<file path="config.mk">
export PLATFORM = sky130hd
export DESIGN_NAME = game_core
export DESIGN_NICKNAME = d
export VERILOG_FILES = /design/src/game_pkg.sv /design/src/button_router.sv /design/src/game_core.sv /design/src/game_fsm.sv /design/src/score_keeper.sv /design/src/status_panel.sv /design/src/volume_control.sv
export SDC_FILE = /design/constraint.sdc
export NUM_CORES = 1
export LEC_CHECK = 0
export BUFFER_PORTS_ARGS = -buffer_cell sky130_fd_sc_hd__buf_2
export CORE_AREA = 2 2 129 131
export CTS_CLUSTER_SIZE = 14
export DETAILED_ROUTE_END_ITERATION = 12
export DIE_AREA = 0 0 131 133
export PLACE_DENSITY = 0.43
export SLEW_MARGIN = 20
export SYNTH_ARGS = -nofsm -noshare
export SYNTH_HDL_FRONTEND = slang
export SYNTH_SLANG_ARGS = --single-unit
</file>
<file path="constraint.sdc">
create_clock -name clk -period 3.8 [get_ports clk]
set_input_delay 0.38 -clock clk [delete_from_list [all_inputs] [get_ports clk]]
set_output_delay 0.38 -clock clk [all_outputs]
set_load 0.02 [all_outputs]
</file>
<file path="src/game_pkg.sv">
package game_pkg;

    // ==============================
    // game states
    // ==============================
    typedef enum logic [2:0] {
        MENU_IDLE     = 3'd0,
        MENU_TUTORIAL = 3'd1,
        GAME_RUNNING  = 3'd2,
        GAME_OVER     = 3'd3,  // no health left in this core
        GAME_WIN      = 3'd4,
        GAME_PAUSE    = 3'd5
    } game_state_t;

    // ==============================
    // data words
    // ==============================
    typedef logic [7:0]  score_t;      // binary score
    typedef logic [3:0]  volume_t;     // volume level
    typedef logic [15:0] led_t;        // board LED word
    typedef logic [3:0]  bcd_digit_t;  // one decimal digit

    // ==============================
    // game constants
    // ==============================
    localparam score_t WIN_SCORE      = 8'd10;
    localparam score_t SCORE_CAP      = 8'd99;  // no additions from here on
    localparam score_t ENEMY_POINTS   = 8'd1;
    localparam score_t SHOOTER_POINTS = 8'd2;

    localparam volume_t VOL_MIN     = 4'd1;
    localparam volume_t VOL_MAX     = 4'd5;
    localparam volume_t VOL_DEFAULT = 4'd3;

    // off steps counted on a win
    localparam int unsigned BLINK_TIMES = 6;

endpackage

</file>
<file path="src/button_router.sv">
`timescale 1ns/10ps

module button_router import game_pkg::*; (
    input  logic        clk,
    input  logic        rst,
    input  logic        btn_up,
    input  logic        btn_down,
    input  game_state_t state,
    output logic        menu_up,
    output logic        menu_down,
    output logic        vol_up,
    output logic        vol_down
);

    logic up_prev;
    logic down_prev;
    logic up_rise;
    logic down_rise;

    // rising edge against the level seen on the last edge
    assign up_rise   = btn_up & ~up_prev;
    assign down_rise = btn_down & ~down_prev;

    always_ff @(posedge clk or posedge rst) begin
        if (rst) begin
            up_prev   <= 1'b0;
            down_prev <= 1'b0;
            menu_up   <= 1'b0;
            menu_down <= 1'b0;
            vol_up    <= 1'b0;
            vol_down  <= 1'b0;
        end else begin
            up_prev   <= btn_up;
            down_prev <= btn_down;

            // menu pair only in the menu, volume pair only while playing
            menu_up   <= (state == MENU_IDLE) && up_rise;
            menu_down <= (state == MENU_IDLE) && down_rise;
            vol_up    <= (state == GAME_RUNNING) && up_rise;
            vol_down  <= (state == GAME_RUNNING) && down_rise;
        end
    end

endmodule

</file>
<file path="src/game_core.sv">
`timescale 1ns/10ps

module game_core import game_pkg::*; #(
    parameter int unsigned BLINK_DIV = 25_000_000  // clocks per blink step
) (
    input  logic        clk,
    input  logic        rst,
    input  logic        btn_up,
    input  logic        btn_down,
    input  logic        confirm,
    input  logic        back,
    input  logic        restart,
    input  logic        pause_sw,
    input  logic        enemy_hit,
    input  logic        shooter_hit,
    output led_t        led,
    output bcd_digit_t  score_tens,
    output bcd_digit_t  score_ones,
    output game_state_t state
);

    logic    menu_up;
    logic    menu_down;
    logic    vol_up;
    logic    vol_down;
    score_t  score;
    volume_t volume;

    // ==============================
    // input side
    // ==============================
    button_router u_button_router (
        .clk       (clk),
        .rst       (rst),
        .btn_up    (btn_up),
        .btn_down  (btn_down),
        .state     (state),
        .menu_up   (menu_up),
        .menu_down (menu_down),
        .vol_up    (vol_up),
        .vol_down  (vol_down)
    );

    game_fsm u_game_fsm (
        .clk       (clk),
        .rst       (rst),
        .confirm   (confirm),
        .back      (back),
        .restart   (restart),
        .pause_sw  (pause_sw),
        .menu_up   (menu_up),
        .menu_down (menu_down),
        .score     (score),
        .state     (state)
    );

    score_keeper u_score_keeper (
        .clk         (clk),
        .rst         (rst),
        .state       (state),
        .enemy_hit   (enemy_hit),   // strobes from the combat engine
        .shooter_hit (shooter_hit),
        .score       (score)
    );

    volume_control u_volume_control (
        .clk      (clk),
        .rst      (rst),
        .vol_up   (vol_up),
        .vol_down (vol_down),
        .volume   (volume)
    );

    // ==============================
    // output side
    // ==============================
    status_panel #(
        .BLINK_DIV (BLINK_DIV)
    ) u_status_panel (
        .clk        (clk),
        .rst        (rst),
        .state      (state),
        .volume     (volume),
        .score      (score),
        .led        (led),
        .score_tens (score_tens),
        .score_ones (score_ones)
    );

endmodule

</file>
<file path="src/game_fsm.sv">
`timescale 1ns/10ps

module game_fsm import game_pkg::*; (
    input  logic        clk,
    input  logic        rst,
    input  logic        confirm,
    input  logic        back,
    input  logic        restart,
    input  logic        pause_sw,
    input  logic        menu_up,
    input  logic        menu_down,
    input  score_t      score,
    output game_state_t state
);

    game_state_t state_next;
    game_state_t saved_state;  // where pause returns to
    logic        cursor;       // 0 start, 1 tutorial

    // ==============================
    // next state
    // ==============================
    always_comb begin
        state_next = state;
        case (state)
            MENU_IDLE: begin
                if (confirm) begin
                    state_next = cursor ? MENU_TUTORIAL : GAME_RUNNING;
                end
            end
            MENU_TUTORIAL: begin
                if (back) state_next = MENU_IDLE;
            end
            GAME_RUNNING: begin
                if (pause_sw) begin
                    state_next = GAME_PAUSE;  // pause wins over the score test
                end else if (score >= WIN_SCORE) begin
                    state_next = GAME_WIN;
                end
            end
            GAME_PAUSE: begin
                if (!pause_sw) state_next = saved_state;
            end
            GAME_WIN, GAME_OVER: begin
                if (restart) state_next = MENU_IDLE;
            end
            default: state_next = MENU_IDLE;
        endcase
    end

    // ==============================
    // state registers
    // ==============================
    always_ff @(posedge clk or posedge rst) begin
        if (rst) begin
            state       <= MENU_IDLE;
            saved_state <= MENU_IDLE;
        end else begin
            state <= state_next;
            if (state != GAME_PAUSE && state_next == GAME_PAUSE) begin
                saved_state <= state;
            end
        end
    end

    // menu cursor, two entries so it clamps by itself
    always_ff @(posedge clk or posedge rst) begin
        if (rst) begin
            cursor <= 1'b0;
        end else if (state == MENU_IDLE) begin
            if (menu_up) begin
                cursor <= 1'b0;
            end else if (menu_down) begin
                cursor <= 1'b1;
            end
        end
    end

endmodule

</file>
<file path="src/score_keeper.sv">
`timescale 1ns/10ps

module score_keeper import game_pkg::*; (
    input  logic        clk,
    input  logic        rst,
    input  game_state_t state,
    input  logic        enemy_hit,
    input  logic        shooter_hit,
    output score_t      score
);

    score_t enemy_add;
    score_t shooter_add;

    // points picked per strobe, both can land in one cycle
    assign enemy_add   = enemy_hit ? ENEMY_POINTS : '0;
    assign shooter_add = shooter_hit ? SHOOTER_POINTS : '0;

    always_ff @(posedge clk or posedge rst) begin
        if (rst) begin
            score <= '0;
        end else begin
            case (state)
                GAME_RUNNING: begin
                    if (score < SCORE_CAP) begin
                        score <= score + enemy_add + shooter_add;
                    end
                end
                GAME_WIN: begin
                    score <= '0;  // fresh round after a win
                end
                default: begin
                    score <= score;  // menu, pause, over
                end
            endcase
        end
    end

endmodule

</file>
<file path="src/status_panel.sv">
`timescale 1ns/10ps

module status_panel import game_pkg::*; #(
    parameter int unsigned BLINK_DIV = 25_000_000
) (
    input  logic        clk,
    input  logic        rst,
    input  game_state_t state,
    input  volume_t     volume,
    input  score_t      score,
    output led_t        led,
    output bcd_digit_t  score_tens,
    output bcd_digit_t  score_ones
);

    localparam int unsigned DIV_W = (BLINK_DIV > 1) ? $clog2(BLINK_DIV) : 1;
    localparam int unsigned CNT_W = $clog2(BLINK_TIMES + 1);
    localparam led_t        LED_ON  = 16'hffff;
    localparam led_t        LED_OFF = 16'h0000;

    logic [DIV_W-1:0] div_cnt;
    logic             step;         // one cycle per blink step
    logic             blink_state;  // 1 while the LEDs are lit
    logic [CNT_W-1:0] blink_count;  // off steps so far
    logic             blink_enable;
    led_t             led_next;
    led_t             vol_bar;

    assign step    = (div_cnt == DIV_W'(BLINK_DIV - 1));
    assign vol_bar = ~(LED_ON << volume);  // low volume bits set

    // ==============================
    // blink divider
    // ==============================
    always_ff @(posedge clk or posedge rst) begin
        if (rst) begin
            div_cnt <= '0;
        end else if (state != GAME_WIN || step) begin
            div_cnt <= '0;  // restarts outside the win state
        end else begin
            div_cnt <= div_cnt + 1'b1;
        end
    end

    // ==============================
    // next LED word
    // ==============================
    always_ff @(posedge clk or posedge rst) begin
        if (rst) begin
            blink_state  <= 1'b0;
            blink_count  <= '0;
            blink_enable <= 1'b0;
            led_next     <= LED_OFF;
        end else if (state == GAME_WIN) begin
            if (!blink_enable) begin
                led_next <= LED_OFF;
                if (step) begin  // first step only arms the blink
                    blink_enable <= 1'b1;
                    blink_state  <= 1'b0;
                    blink_count  <= '0;
                end
            end else if (step && blink_count < CNT_W'(BLINK_TIMES)) begin
                if (!blink_state) begin
                    led_next    <= LED_ON;
                    blink_state <= 1'b1;
                end else begin
                    led_next    <= LED_OFF;
                    blink_state <= 1'b0;
                    blink_count <= blink_count + 1'b1;
                end
            end
        end else if (state == GAME_RUNNING || state == GAME_PAUSE) begin
            led_next <= vol_bar;
        end else begin
            led_next     <= LED_OFF;
            blink_enable <= 1'b0;
        end
    end

    // output registers
    always_ff @(posedge clk or posedge rst) begin
        if (rst) begin
            led        <= LED_OFF;
            score_tens <= '0;
            score_ones <= '0;
        end else begin
            led        <= led_next;
            score_tens <= bcd_digit_t'(score / 8'd10);
            score_ones <= bcd_digit_t'(score % 8'd10);
        end
    end

endmodule

</file>
<file path="src/volume_control.sv">
`timescale 1ns/10ps

module volume_control import game_pkg::*; (
    input  logic    clk,
    input  logic    rst,
    input  logic    vol_up,
    input  logic    vol_down,
    output volume_t volume
);

    // ==============================
    // level between VOL_MIN and VOL_MAX
    // ==============================
    always_ff @(posedge clk or posedge rst) begin
        if (rst) begin
            volume <= VOL_DEFAULT;
        end else if (vol_up && volume < VOL_MAX) begin
            volume <= volume + 4'd1;
        end else if (vol_down && volume > VOL_MIN) begin
            volume <= volume - 4'd1;
        end
    end

endmodule
</file>
==> impl_metrics.toml, run 1 <==
[outcome]
outcome = "completed"

[final_layout]
antenna_cells = 0
drive_gt1_share_pct = 12.6
nets = 558
final_common_cell = "dfrtp_1"
fillers = 1658
syn_to_final_growth_pct = 14.8
final_cell_mix = "dfrtp_1 (93), nor2_1 (60), nand2_1 (47)"
final_cells = 761

[clocking]
cts.clk_slew.worst_paths_ns = 0.07
htree_levels = 3
clk_latency_ns = 0.34
cts_resized = 0
ctsHoldBuffers = 0
cts_buffers = 9
cts_tree = "yes"
clock-sinks = 95
root_buffer = "clkbuf_16"
postCtsSetupBuffers = 0
clock_path_buffers = 2

[pwr]
powerDensity_nw_per_um2 = 590
power_leakage_nw = 2.44
irDropWorstVdd_mv = 0.244
power.total_mw = 3.33

[logic_synthesis]
syn_inst = 516
synth.avg_cell_area_sq_um = 9.53
synth.top_cell.area_share_pct = 47.3
synth_top_area_cell = "dfrtp_1"
async_reset_ff_share_pct = 100
yosysUniqueCellTypes = 70
ys_seq_area_share_pct = 48.4
ys.flop_type = "dfrtp_1"
yosys-top-cells-area = "dfrtp_1 (47%), nor2_1 (4.6%), nand2_1 (3.6%)"
synth-edff-count = 0
ys_warn_count = 0
synthesis.area_sq_um = 4920
synth-seq-cells = 95
synth_fp_nets = 538

[sta]
finalCritPeriodShare_pct = 73.7
tns_ns = 0
drv_slew = 0
min_period_ns = 2.80
worst_slew_pin_slew_ns = 1.04
finalSetupViolCount = 0
hold_violations = 0
max_freq_mhz = 357
fin_skew_ns = 0.00509
whs_ns = 0.0472
maxSlewHeadroom_pct = 30.5
setup_ws_ns = 0.998
rsz0062_at_grt = "false"

[setup_path]
cpMaxStageDelayCell = "dfrtp_1"
r2r-end = "u_status_panel.score_tens[0]$_DFF_PP0_"
critPathMaxFanout = 27
cp-startpoint = "u_score_keeper.score[6]$_DFFE_PP0P_"
crit_chain = "nor2b_1 > a21boi_0 > a211oi_1 > or3_1 > a31oi_1 > o21ai_0"
reg2regPathDepth = 6
path_class = "register to register"
r2r-start = "u_score_keeper.score[6]$_DFFE_PP0P_"
regToRegSetupSlack_ns = 1.0
cp-endpoint = "u_status_panel.score_tens[0]$_DFF_PP0_"
arrival_ns = 3.07
worst_setup_path_start_kind = "register"
cp.required_ns = 4.06
end_kind = "register"
max_stage_delay_ns = 0.86

[job]
maxCapViolations = 0

[floorplan]
initial_utilization_pct = 30.4
coreArea_sq_um = 16200
die_y_um = 133
die_w_um = 131
fp-row-count = 47
die_area_sq_um = 17400
io_pins = 37

[grt]
grt_overflow_total = 0
antenna_found_initial = 0
grt_max_degree = 37
grt_pass1_vias = 3843
grt_pass1_wl_um = 19500
track_usage_pct = 14.0

[placement]
portBuffers = 36
gp_congestion = 0.818
dp.cells = 745
place_hpwl_um = 7700
place_ws_ns = 1.05

[detailed_routing]
finalWirelength_um = 11500
via_per_inst = 5.17
dr.pass1.iters = 6
drtAntennaViolNets = 0
first_iter_violations = 275
wire_per_inst_um = 15.1
vias = 3931
drc = 0

[min_path]
hold_path.class = "input port to asynchronous set/reset pin"
## synth_stat cells (4+ instances only)
master,number
dfrtp_1,93
nor2_1,60
nand2_1,47
a21oi_1,28
nand3_1,23
o21ai_0,21
xor2_1,18
xnor2_1,14
buf_2,12
inv_1,12
nand2b_1,12
o22ai_1,12
clkbuf_1,11
ha_1,11
nand4_1,10
nor2b_1,9
nor3_1,9
o22a_1,9
a31oi_1,7
buf_1,6
a221oi_1,5
and3_1,5
o211ai_1,5
a21boi_0,4
a32oi_1,4
and2_1,4
and4_1,4
nor4_1,4
o31ai_1,4
## critical path, delay by kind of cell, from the launching register on
kind            cells  cell delay [ns]
flops               1             0.86
compound gates      4             0.96
simple gates        2             0.89
## final cells by class
cell class | count | area (sq um) | share of cell area, %
Clock buffer | 10 | 239 | 4.24
Inverter | 15 | 58.8 | 1.04
Sequential cell | 95 | 2380 | 42.2
Tap cell | 220 | 275 | 4.88
Clock inverter | 6 | 138 | 2.44
Multi-Input combinational cell | 375 | 2340 | 41.5
Timing Repair Buffer | 40 | 210 | 3.73
## stage by stage
stage	utilization, %	area [sq um]
global route	34.9	5640
global placement	32.6	5270
CTS	34.9	5640
floorplan	-	4920
detailed placement	32.6	5270
finish	34.9	5640
## layer usage
layer	global-route usage [%]	up-vias	part of all wire (%)	wire length, um
met5	0	-	0	0
met4	5.14	0	1.5	171
met3	2.39	12	3.6	419
met2	21.9	86	48	5460
met1	19.5	1949	47	5450
li1	-	1884	-	-
## power by group
part           internal (mW)  switching [mW]
clock network          0.733           0.403
logic                  0.322           0.494
registers               1.17           0.209
total                   2.23            1.11
## flip-flops by register name (all words and copies together) (netlist names), 3 cells and up
| register | cells |
|---|---|
| u_game_fsm.state | 3 |
| u_score_keeper.score | 8 |
| u_status_panel.score_ones | 4 |
| u_game_fsm.saved_state | 3 |
| u_status_panel.score_tens | 4 |
| u_status_panel.led_next | 16 |
| u_volume_control.volume | 4 |
| u_status_panel.led | 16 |
| u_status_panel.div_cnt | 25 |
| u_status_panel.blink_count | 3 |
## logic make-up after synthesis
family	Yosys count	share of synthesized area, %
simple gates	205	20.9
compound gates	121	16.5
flops	95	48.4
buf+inv	46	3.97
xor+xnor	32	5.70
fa+ha+maj	13	3.41
mux	4	1.09
## worst min path at each step
stage / start / endpoint / cells past startpoint
2_1_floorplan: u_status_panel.led_next[10]$_DFFE_PP0P_ / u_status_panel.led[10]$_DFF_PP0_ / 0
3_3_place_gp: u_status_panel.led_next[13]$_DFFE_PP0P_ / u_status_panel.led[13]$_DFF_PP0_ / 0
3_5_place_dp: u_status_panel.led_next[3]$_DFFE_PP0P_ / u_status_panel.led[3]$_DFF_PP0_ / 0
4_1_cts: rst / u_game_fsm.cursor$_DFFE_PP0P_ / 2
5_1_grt: rst / u_button_router.vol_up$_DFF_PP0_ / 2
6_report: rst / u_game_fsm.cursor$_DFFE_PP0P_ / 2
Power figures use the tool's default switching activity.
==> run 2: changes to the inputs <==
--- a/config.mk
+++ b/config.mk
@@ -10,7 +10,7 @@
 export CTS_CLUSTER_SIZE = 14
 export DETAILED_ROUTE_END_ITERATION = 12
 export DIE_AREA = 0 0 131 133
-export PLACE_DENSITY = 0.43
+export PLACE_DENSITY = 0.45
 export SLEW_MARGIN = 20
 export SYNTH_ARGS = -nofsm -noshare
 export SYNTH_HDL_FRONTEND = slang
==> constraint.sdc (replaced) <==
create_clock -name clk -period 2.56 [get_ports clk]
set_input_delay 0.256 -clock clk [delete_from_list [all_inputs] [get_ports clk]]
set_output_delay 0.256 -clock clk [all_outputs]
set_load 0.02 [all_outputs]
==> run 2 against run 1 <==
Compared with the run above:
- largest cell class unchanged
- clock-buffer cell count is 1 higher
- combinational power is 72% higher
- final cell count is 2.8% higher
- die area stayed put
- hold slack worse by 0.012 ns
- via count is 0.38% lower
- clock power is 22% higher
- global-route usage is 0.12 points lower
==> impl_metrics.toml, run 2 (synthesized netlist as in run 1, its figures left out) <==
[clocking]
cts_buffers = 9
root_buffer = "clkbuf_16"
htree_levels = 3
clock_path_buffers = 2
clock-sinks = 95
postCtsSetupBuffers = 0
cts_tree = "yes"
cts.clk_slew.worst_paths_ns = 0.06
clk_latency_ns = 0.35

[sta]
min_period_ns = 2.22
fin_skew_ns = 0.00886
maxSlewHeadroom_pct = 59.1
finalSetupViolCount = 0
max_freq_mhz = 450
drv_slew = 0
hold_violations = 0
rsz0062_at_grt = "false"
tns_ns = 0
whs_ns = 0.0351
finalCritPeriodShare_pct = 86.8
worst_slew_pin_slew_ns = 0.611

[detailed_routing]
first_iter_violations = 284
drc = 0
via_per_inst = 5.01
drtAntennaViolNets = 0
vias = 3916
finalWirelength_um = 11400
dr.pass1.iters = 5
wire_per_inst_um = 14.5

[job]
maxCapViolations = 0

[floorplan]
die_y_um = 133
die_w_um = 131
coreArea_sq_um = 16200
io_pins = 37
initial_utilization_pct = 30.4
fp-row-count = 47
die_area_sq_um = 17400

[final_layout]
fillers = 1669
drive_gt1_share_pct = 15.5
nets = 579
final_cell_mix = "dfrtp_1 (93), nor2_1 (60), nand2_1 (47)"
largest_reg_flops = 25
antenna_cells = 0
reg.largest.list = "u_status_panel.div_cnt (25), u_status_panel.led (16), u_status_panel.led_next (16)"
utilization_pct = 35.6
largest_register = "u_status_panel.div_cnt"
syn_to_final_growth_pct = 17.1
stdcell_area_sq_um = 5760
final_common_cell = "dfrtp_1"

[setup_path]
arrival_ns = 2.45
worst_setup_path_start_kind = "register"
critPathMaxFanout = 8
cpMaxStageDelayCell = "nor2b_1"
crit_chain = "nor2b_1 > a21boi_0 > a211oi_1 > buf_4 > nand2_1 > a31oi_1 > o21ai_0"
cp.required_ns = 2.78
end_kind = "register"
path_class = "register to register"
max_stage_delay_ns = 0.51

[min_path]
hold_path.class = "input port to register"

[grt]
grt_pass1_vias = 3841
grt_pass1_wl_um = 19300
track_usage_pct = 13.9
grt_overflow_total = 0
grt_max_degree = 60
antenna_found_initial = 0

[pwr]
power.total_mw = 4.73
irDropWorstVdd_mv = 0.303
power_leakage_nw = 2.51
powerDensity_nw_per_um2 = 821

[placement]
portBuffers = 36
place_hpwl_um = 7840
gp_congestion = 0.847
dpl_cell_area_sq_um = 5440

[outcome]
outcome = "completed"
[run 2: per-layer routing]
metal  GRT usage [%]  routed length [um]  share of wire [%]  vias up
met1            18.7                5430                 48     1867
met2            21.4                5190                 46      100
li1                -                   -                  -     1932
met3            3.92                 497                4.4       17
met5               0                   0                  0        -
met4            4.79                 236                2.1        0
[run 2: timing repair]
action / in CTS / in global routing
hold buffers: 1 / 0
endpoints found under the hold margin: 36 / 0
resized for setup: 0 / 0
[run 2: worst max-delay path: cells and delay by family (launching register included)]
family | cells | cell delay (ns)
flip-flops | 1 | 0.48
buffers and inverters | 1 | 0.21
AND/OR/NAND/NOR | 2 | 0.56
AO/OA/AOI/OAI | 4 | 0.84
[run 2: layout make-up]
type                            count  area (sq um)  share of cell area, %
Clock inverter                      5          63.8                   1.11
Inverter                           15          60.1                   1.04
Multi-Input combinational cell    375          2340                   40.7
Timing Repair Buffer               61           395                   6.87
Tap cell                          220           275                   4.78
Sequential cell                    95          2380                   41.3
Clock buffer                       11           243                   4.22
[run 2: worst paths after layout]
| path | from | endpoint | slack, ns | cells after the start |
|---|---|---|---|---|
| max | u_score_keeper.score[4]$_DFFE_PP0P_ | u_status_panel.score_tens[0]$_DFF_PP0_ | 0.34 | 7 |
| min | btn_down | u_button_router.down_prev$_DFF_PP0_ | 0.04 | 1 |
| max reg2reg | u_score_keeper.score[4]$_DFFE_PP0P_ | u_status_panel.score_tens[0]$_DFF_PP0_ | 0.34 | 7 |
| min reg2reg | u_status_panel.led_next[1]$_DFFE_PP0P_ | u_status_panel.led[1]$_DFF_PP0_ | 0.38 | 0 |
| max in group asynchronous | rst | u_volume_control.volume[1]$_DFFE_PP1P_ | 1.67 | 4 |
| min in group asynchronous | rst | u_status_panel.div_cnt[24]$_DFF_PP0_ | 0.53 | 4 |
[run 2: power by group]
group          switching (mW)  internal, mW  total (mW)
combinational           0.852         0.549        1.40
sequential              0.194          1.74        1.93
clock                   0.598         0.793        1.39
total                    1.64          3.08        4.73
[run 2: per-stage QoR]
stage	setup slack [ns]	std cells
final	0.338	782
after CTS	0.346	782
after global routing	0.204	782
after floorplan	0.590	516
after detailed placement	0.362	765
after global placement	0.301	765
==> run 3: changes to the inputs <==
--- a/config.mk
+++ b/config.mk
@@ -5,11 +5,12 @@
 export SDC_FILE = /design/constraint.sdc
 export NUM_CORES = 1
 export LEC_CHECK = 0
+export ABC_AREA = 1
 export BUFFER_PORTS_ARGS = -buffer_cell sky130_fd_sc_hd__buf_2
-export CORE_AREA = 2 2 129 131
+export CORE_AREA = 2 2 124 126
 export CTS_CLUSTER_SIZE = 14
 export DETAILED_ROUTE_END_ITERATION = 12
-export DIE_AREA = 0 0 131 133
+export DIE_AREA = 0 0 126 128
 export PLACE_DENSITY = 0.45
 export SLEW_MARGIN = 20
 export SYNTH_ARGS = -nofsm -noshare
==> run 3 against run 2 <==
Compared with the run above:
- the run now ends with hold timing left
- combinational power rose by 11%
- register-to-register slack got worse by 0.13 ns
- area after synthesis fell by 9.0%
- design area fell by 8.4%
- routed wire length fell by 17%
- highest routed layer unchanged
- flip-flop and latch count did not move
- largest power group unchanged
- die area fell by 7.4%
- setup slack got worse by 0.13 ns
- clock power rose by 4%
- utilization fell by 0.12 points
==> impl_metrics.toml, run 3 <==
[outcome]
outcome = "finished with violations"
violations = "hold timing"

[detailed_routing]
first_iter_violations = 297
finalWirelength_um = 9470
via_per_inst = 4.74
wire_per_inst_um = 12.9
drc = 0
vias = 3474
dr.pass1.iters = 4
drtAntennaViolNets = 0

[clocking]
cts_buffers = 9
clock-sinks = 95
ctsHoldBuffers = 0
cts_tree = "yes"
cts.clk_slew.worst_paths_ns = 0.07
htree_levels = 3
clock_path_buffers = 2
root_buffer = "clkbuf_16"
clk_latency_ns = 0.34

[floorplan]
initial_utilization_pct = 30.1
io_pins = 37
fp-row-count = 45
die_w_um = 126
die_area_sq_um = 16100
coreArea_sq_um = 14900
die_y_um = 128

[grt]
grt_overflow_total = 0
track_usage_pct = 12.7
gr-usage-met2_pct = 19.8
met3_usage_pct = 2.96
grt_pass1_vias = 3548
grt_max_degree = 47
grt_pass1_wl_um = 16800
antenna_found_initial = 0
grtUsageMet1_pct = 17.3
busiest_layer = "met2"

[setup_path]
r2r-end = "u_status_panel.div_cnt[22]$_DFF_PP0_"
regToRegSetupSlack_ns = 0.20
end_kind = "register"
critPathMaxFanout = 4
cp.required_ns = 2.79
r2r-start = "u_status_panel.div_cnt[0]$_DFF_PP0_"
reg2regPathDepth = 16
path_class = "register to register"
arrival_ns = 2.58
worst_setup_path_start_kind = "register"

[logic_synthesis]
async_reset_ff_share_pct = 100
synth.top_cell.area_share_pct = 52.0
synth_top_area_cell = "dfrtp_1"
syn_inst = 491
yosys-top-cells-area = "dfrtp_1 (52%), nand2_1 (6.9%), inv_1 (5.5%)"
synth_fp_nets = 513
synth-seq-cells = 95
ys_seq_area_share_pct = 53.2
synth-edff-count = 0
synth.avg_cell_area_sq_um = 9.11
ys_warn_count = 0
yosysMostFrequentCell = "dfrtp_1"
synthesis.area_sq_um = 4470
synth_common_cells = "dfrtp_1 (93), nand2_1 (82), inv_1 (66), nor2_1 (33), a21oi_1 (32)"
yosysUniqueCellTypes = 45
ys.flop_type = "dfrtp_1"

[sta]
worst_slew_pin_slew_ns = 0.626
whs_ns = -0.00849
drv_slew = 0
max_freq_mhz = 424
maxSlewHeadroom_pct = 58.2
finalSetupViolCount = 0
min_period_ns = 2.36
tns_ns = 0
finalCritPeriodShare_pct = 92.1
rsz0062_at_grt = "true"
hold_violations = 19
fin_skew_ns = 0.00587

[final_layout]
fillers = 1565
largest_register = "u_status_panel.div_cnt"
final_cells = 733
syn_to_final_growth_pct = 18.0
drive_gt1_share_pct = 19.3
reg.largest.list = "u_status_panel.div_cnt (25), u_status_panel.led (16), u_status_panel.led_next (16)"
final_cell_mix = "dfrtp_1 (93), nand2_1 (81), inv_1 (65)"
antenna_cells = 0
utilization_pct = 35.5
final_common_cell = "dfrtp_1"
nets = 563
largest_reg_flops = 25

[placement]
gp_congestion = 0.786
dp.cells = 716
place_hpwl_um = 6930
portBuffers = 36

[min_path]
hold_path.class = "input port to asynchronous set/reset pin"

[pwr]
irDropWorstVdd_mv = 0.510
powerDensity_nw_per_um2 = 948
power_leakage_nw = 2.57

[job]
maxCapViolations = 0
==> run 3: cell types whose count changed after synthesis, moves of 9 or more <==
cell,change
inv_1,+54
xnor2_1,-14
nand2b_1,-12
o22ai_1,-11
xor2_1,-16
nand2_1,+35
nor2_1,-27
buf_2,-12
nor2b_1,-9
nor3_1,+14
==> run 3: repair_timing <==
item	4_1_cts	5_1_grt
buffers inserted	0	2
endpoints found under the setup margin	0	20
gates resized for setup	0	7
==> run 3: area by class of cell <==
class                      instances  area, sq um  area share (%)
timing repair buffer              43          245            4.65
multi-input combinational        319         1820            34.5
sequential                        95         2380            45.1
clock buffer                       9          225            4.27
inverter                          73          278            5.27
tap                              188          235            4.46
clock inverter                     6         91.3            1.73
==> run 3: cells by family (layout without fill, tap and decap cells) <==
logic type	Yosys count	after routing	share of synthesized area (%)
buf+inv	77	131	6.63
xor+xnor	2	2	0.392
compound gates	96	96	13.6
fa+ha+maj	12	12	3.53
flops	95	95	53.2
simple gates	209	209	22.7
==> run 3: worst max path at each step <==
stage | endpoint | cells past startpoint | start
after floorplan | u_status_panel.div_cnt[22]$_DFF_PP0_ | 16 | u_status_panel.div_cnt[0]$_DFF_PP0_
after global placement | u_status_panel.div_cnt[22]$_DFF_PP0_ | 16 | u_status_panel.div_cnt[0]$_DFF_PP0_
after detailed placement | u_status_panel.div_cnt[15]$_DFF_PP0_ | 10 | u_status_panel.div_cnt[0]$_DFF_PP0_
after CTS | u_status_panel.div_cnt[15]$_DFF_PP0_ | 10 | u_status_panel.div_cnt[0]$_DFF_PP0_
after global routing | u_status_panel.div_cnt[22]$_DFF_PP0_ | 16 | u_status_panel.div_cnt[0]$_DFF_PP0_
final | u_status_panel.div_cnt[22]$_DFF_PP0_ | 16 | u_status_panel.div_cnt[0]$_DFF_PP0_
==> run 3: layer usage <==
| metal | part of all wire (%) | vias to the layer above | wire length, um |
|---|---|---|---|
| met5 | 0 | - | 0 |
| met3 | 3.3 | 12 | 317 |
| li1 | - | 1741 | - |
| met4 | 1.8 | 0 | 174 |
| met1 | 49 | 1670 | 4680 |
| met2 | 45 | 51 | 4300 |
==> run 3: power by group <==
part           leakage, nW  switching, mW  total [mW]  internal (mW)
clock network        0.157          0.593        1.45          0.860
registers             1.28          0.204        2.00           1.79
logic                 1.13           1.03        1.55          0.524
==> run 3: metrics by stage <==
stage / hold slack (ns) / total power [mW] / cell area [sq um] / worst slack, ns
2_1_floorplan: 0.287 / 3.13 / 4480 / 0.516
3_3_place_gp: 0.362 / 3.57 / 4920 / 0.0857
3_5_place_dp: 0.366 / 3.59 / 4920 / 0.0781
4_1_cts: 0.0126 / 5.07 / 5240 / 0.0952
5_1_grt: 0.00971 / 5.37 / 5280 / -0.0464
6_report: -0.00849 / 5.00 / 5280 / 0.203
==> run 3: worst max-delay path: stages, from the launching register on <==
cell,delay (ns)
dfrtp_1,0.37
ha_1,0.17
nand2_1,0.07
inv_2,0.07
nand4_1,0.14
nor2_2,0.21
nand2_1,0.09
nor2_2,0.12
nand2_2,0.11
nor3_4,0.14
nand2_1,0.10
nor3b_2,0.19
nand2_1,0.12
nor2_1,0.11
nand2_1,0.07
o21ai_1,0.12
a21oi_1,0.05
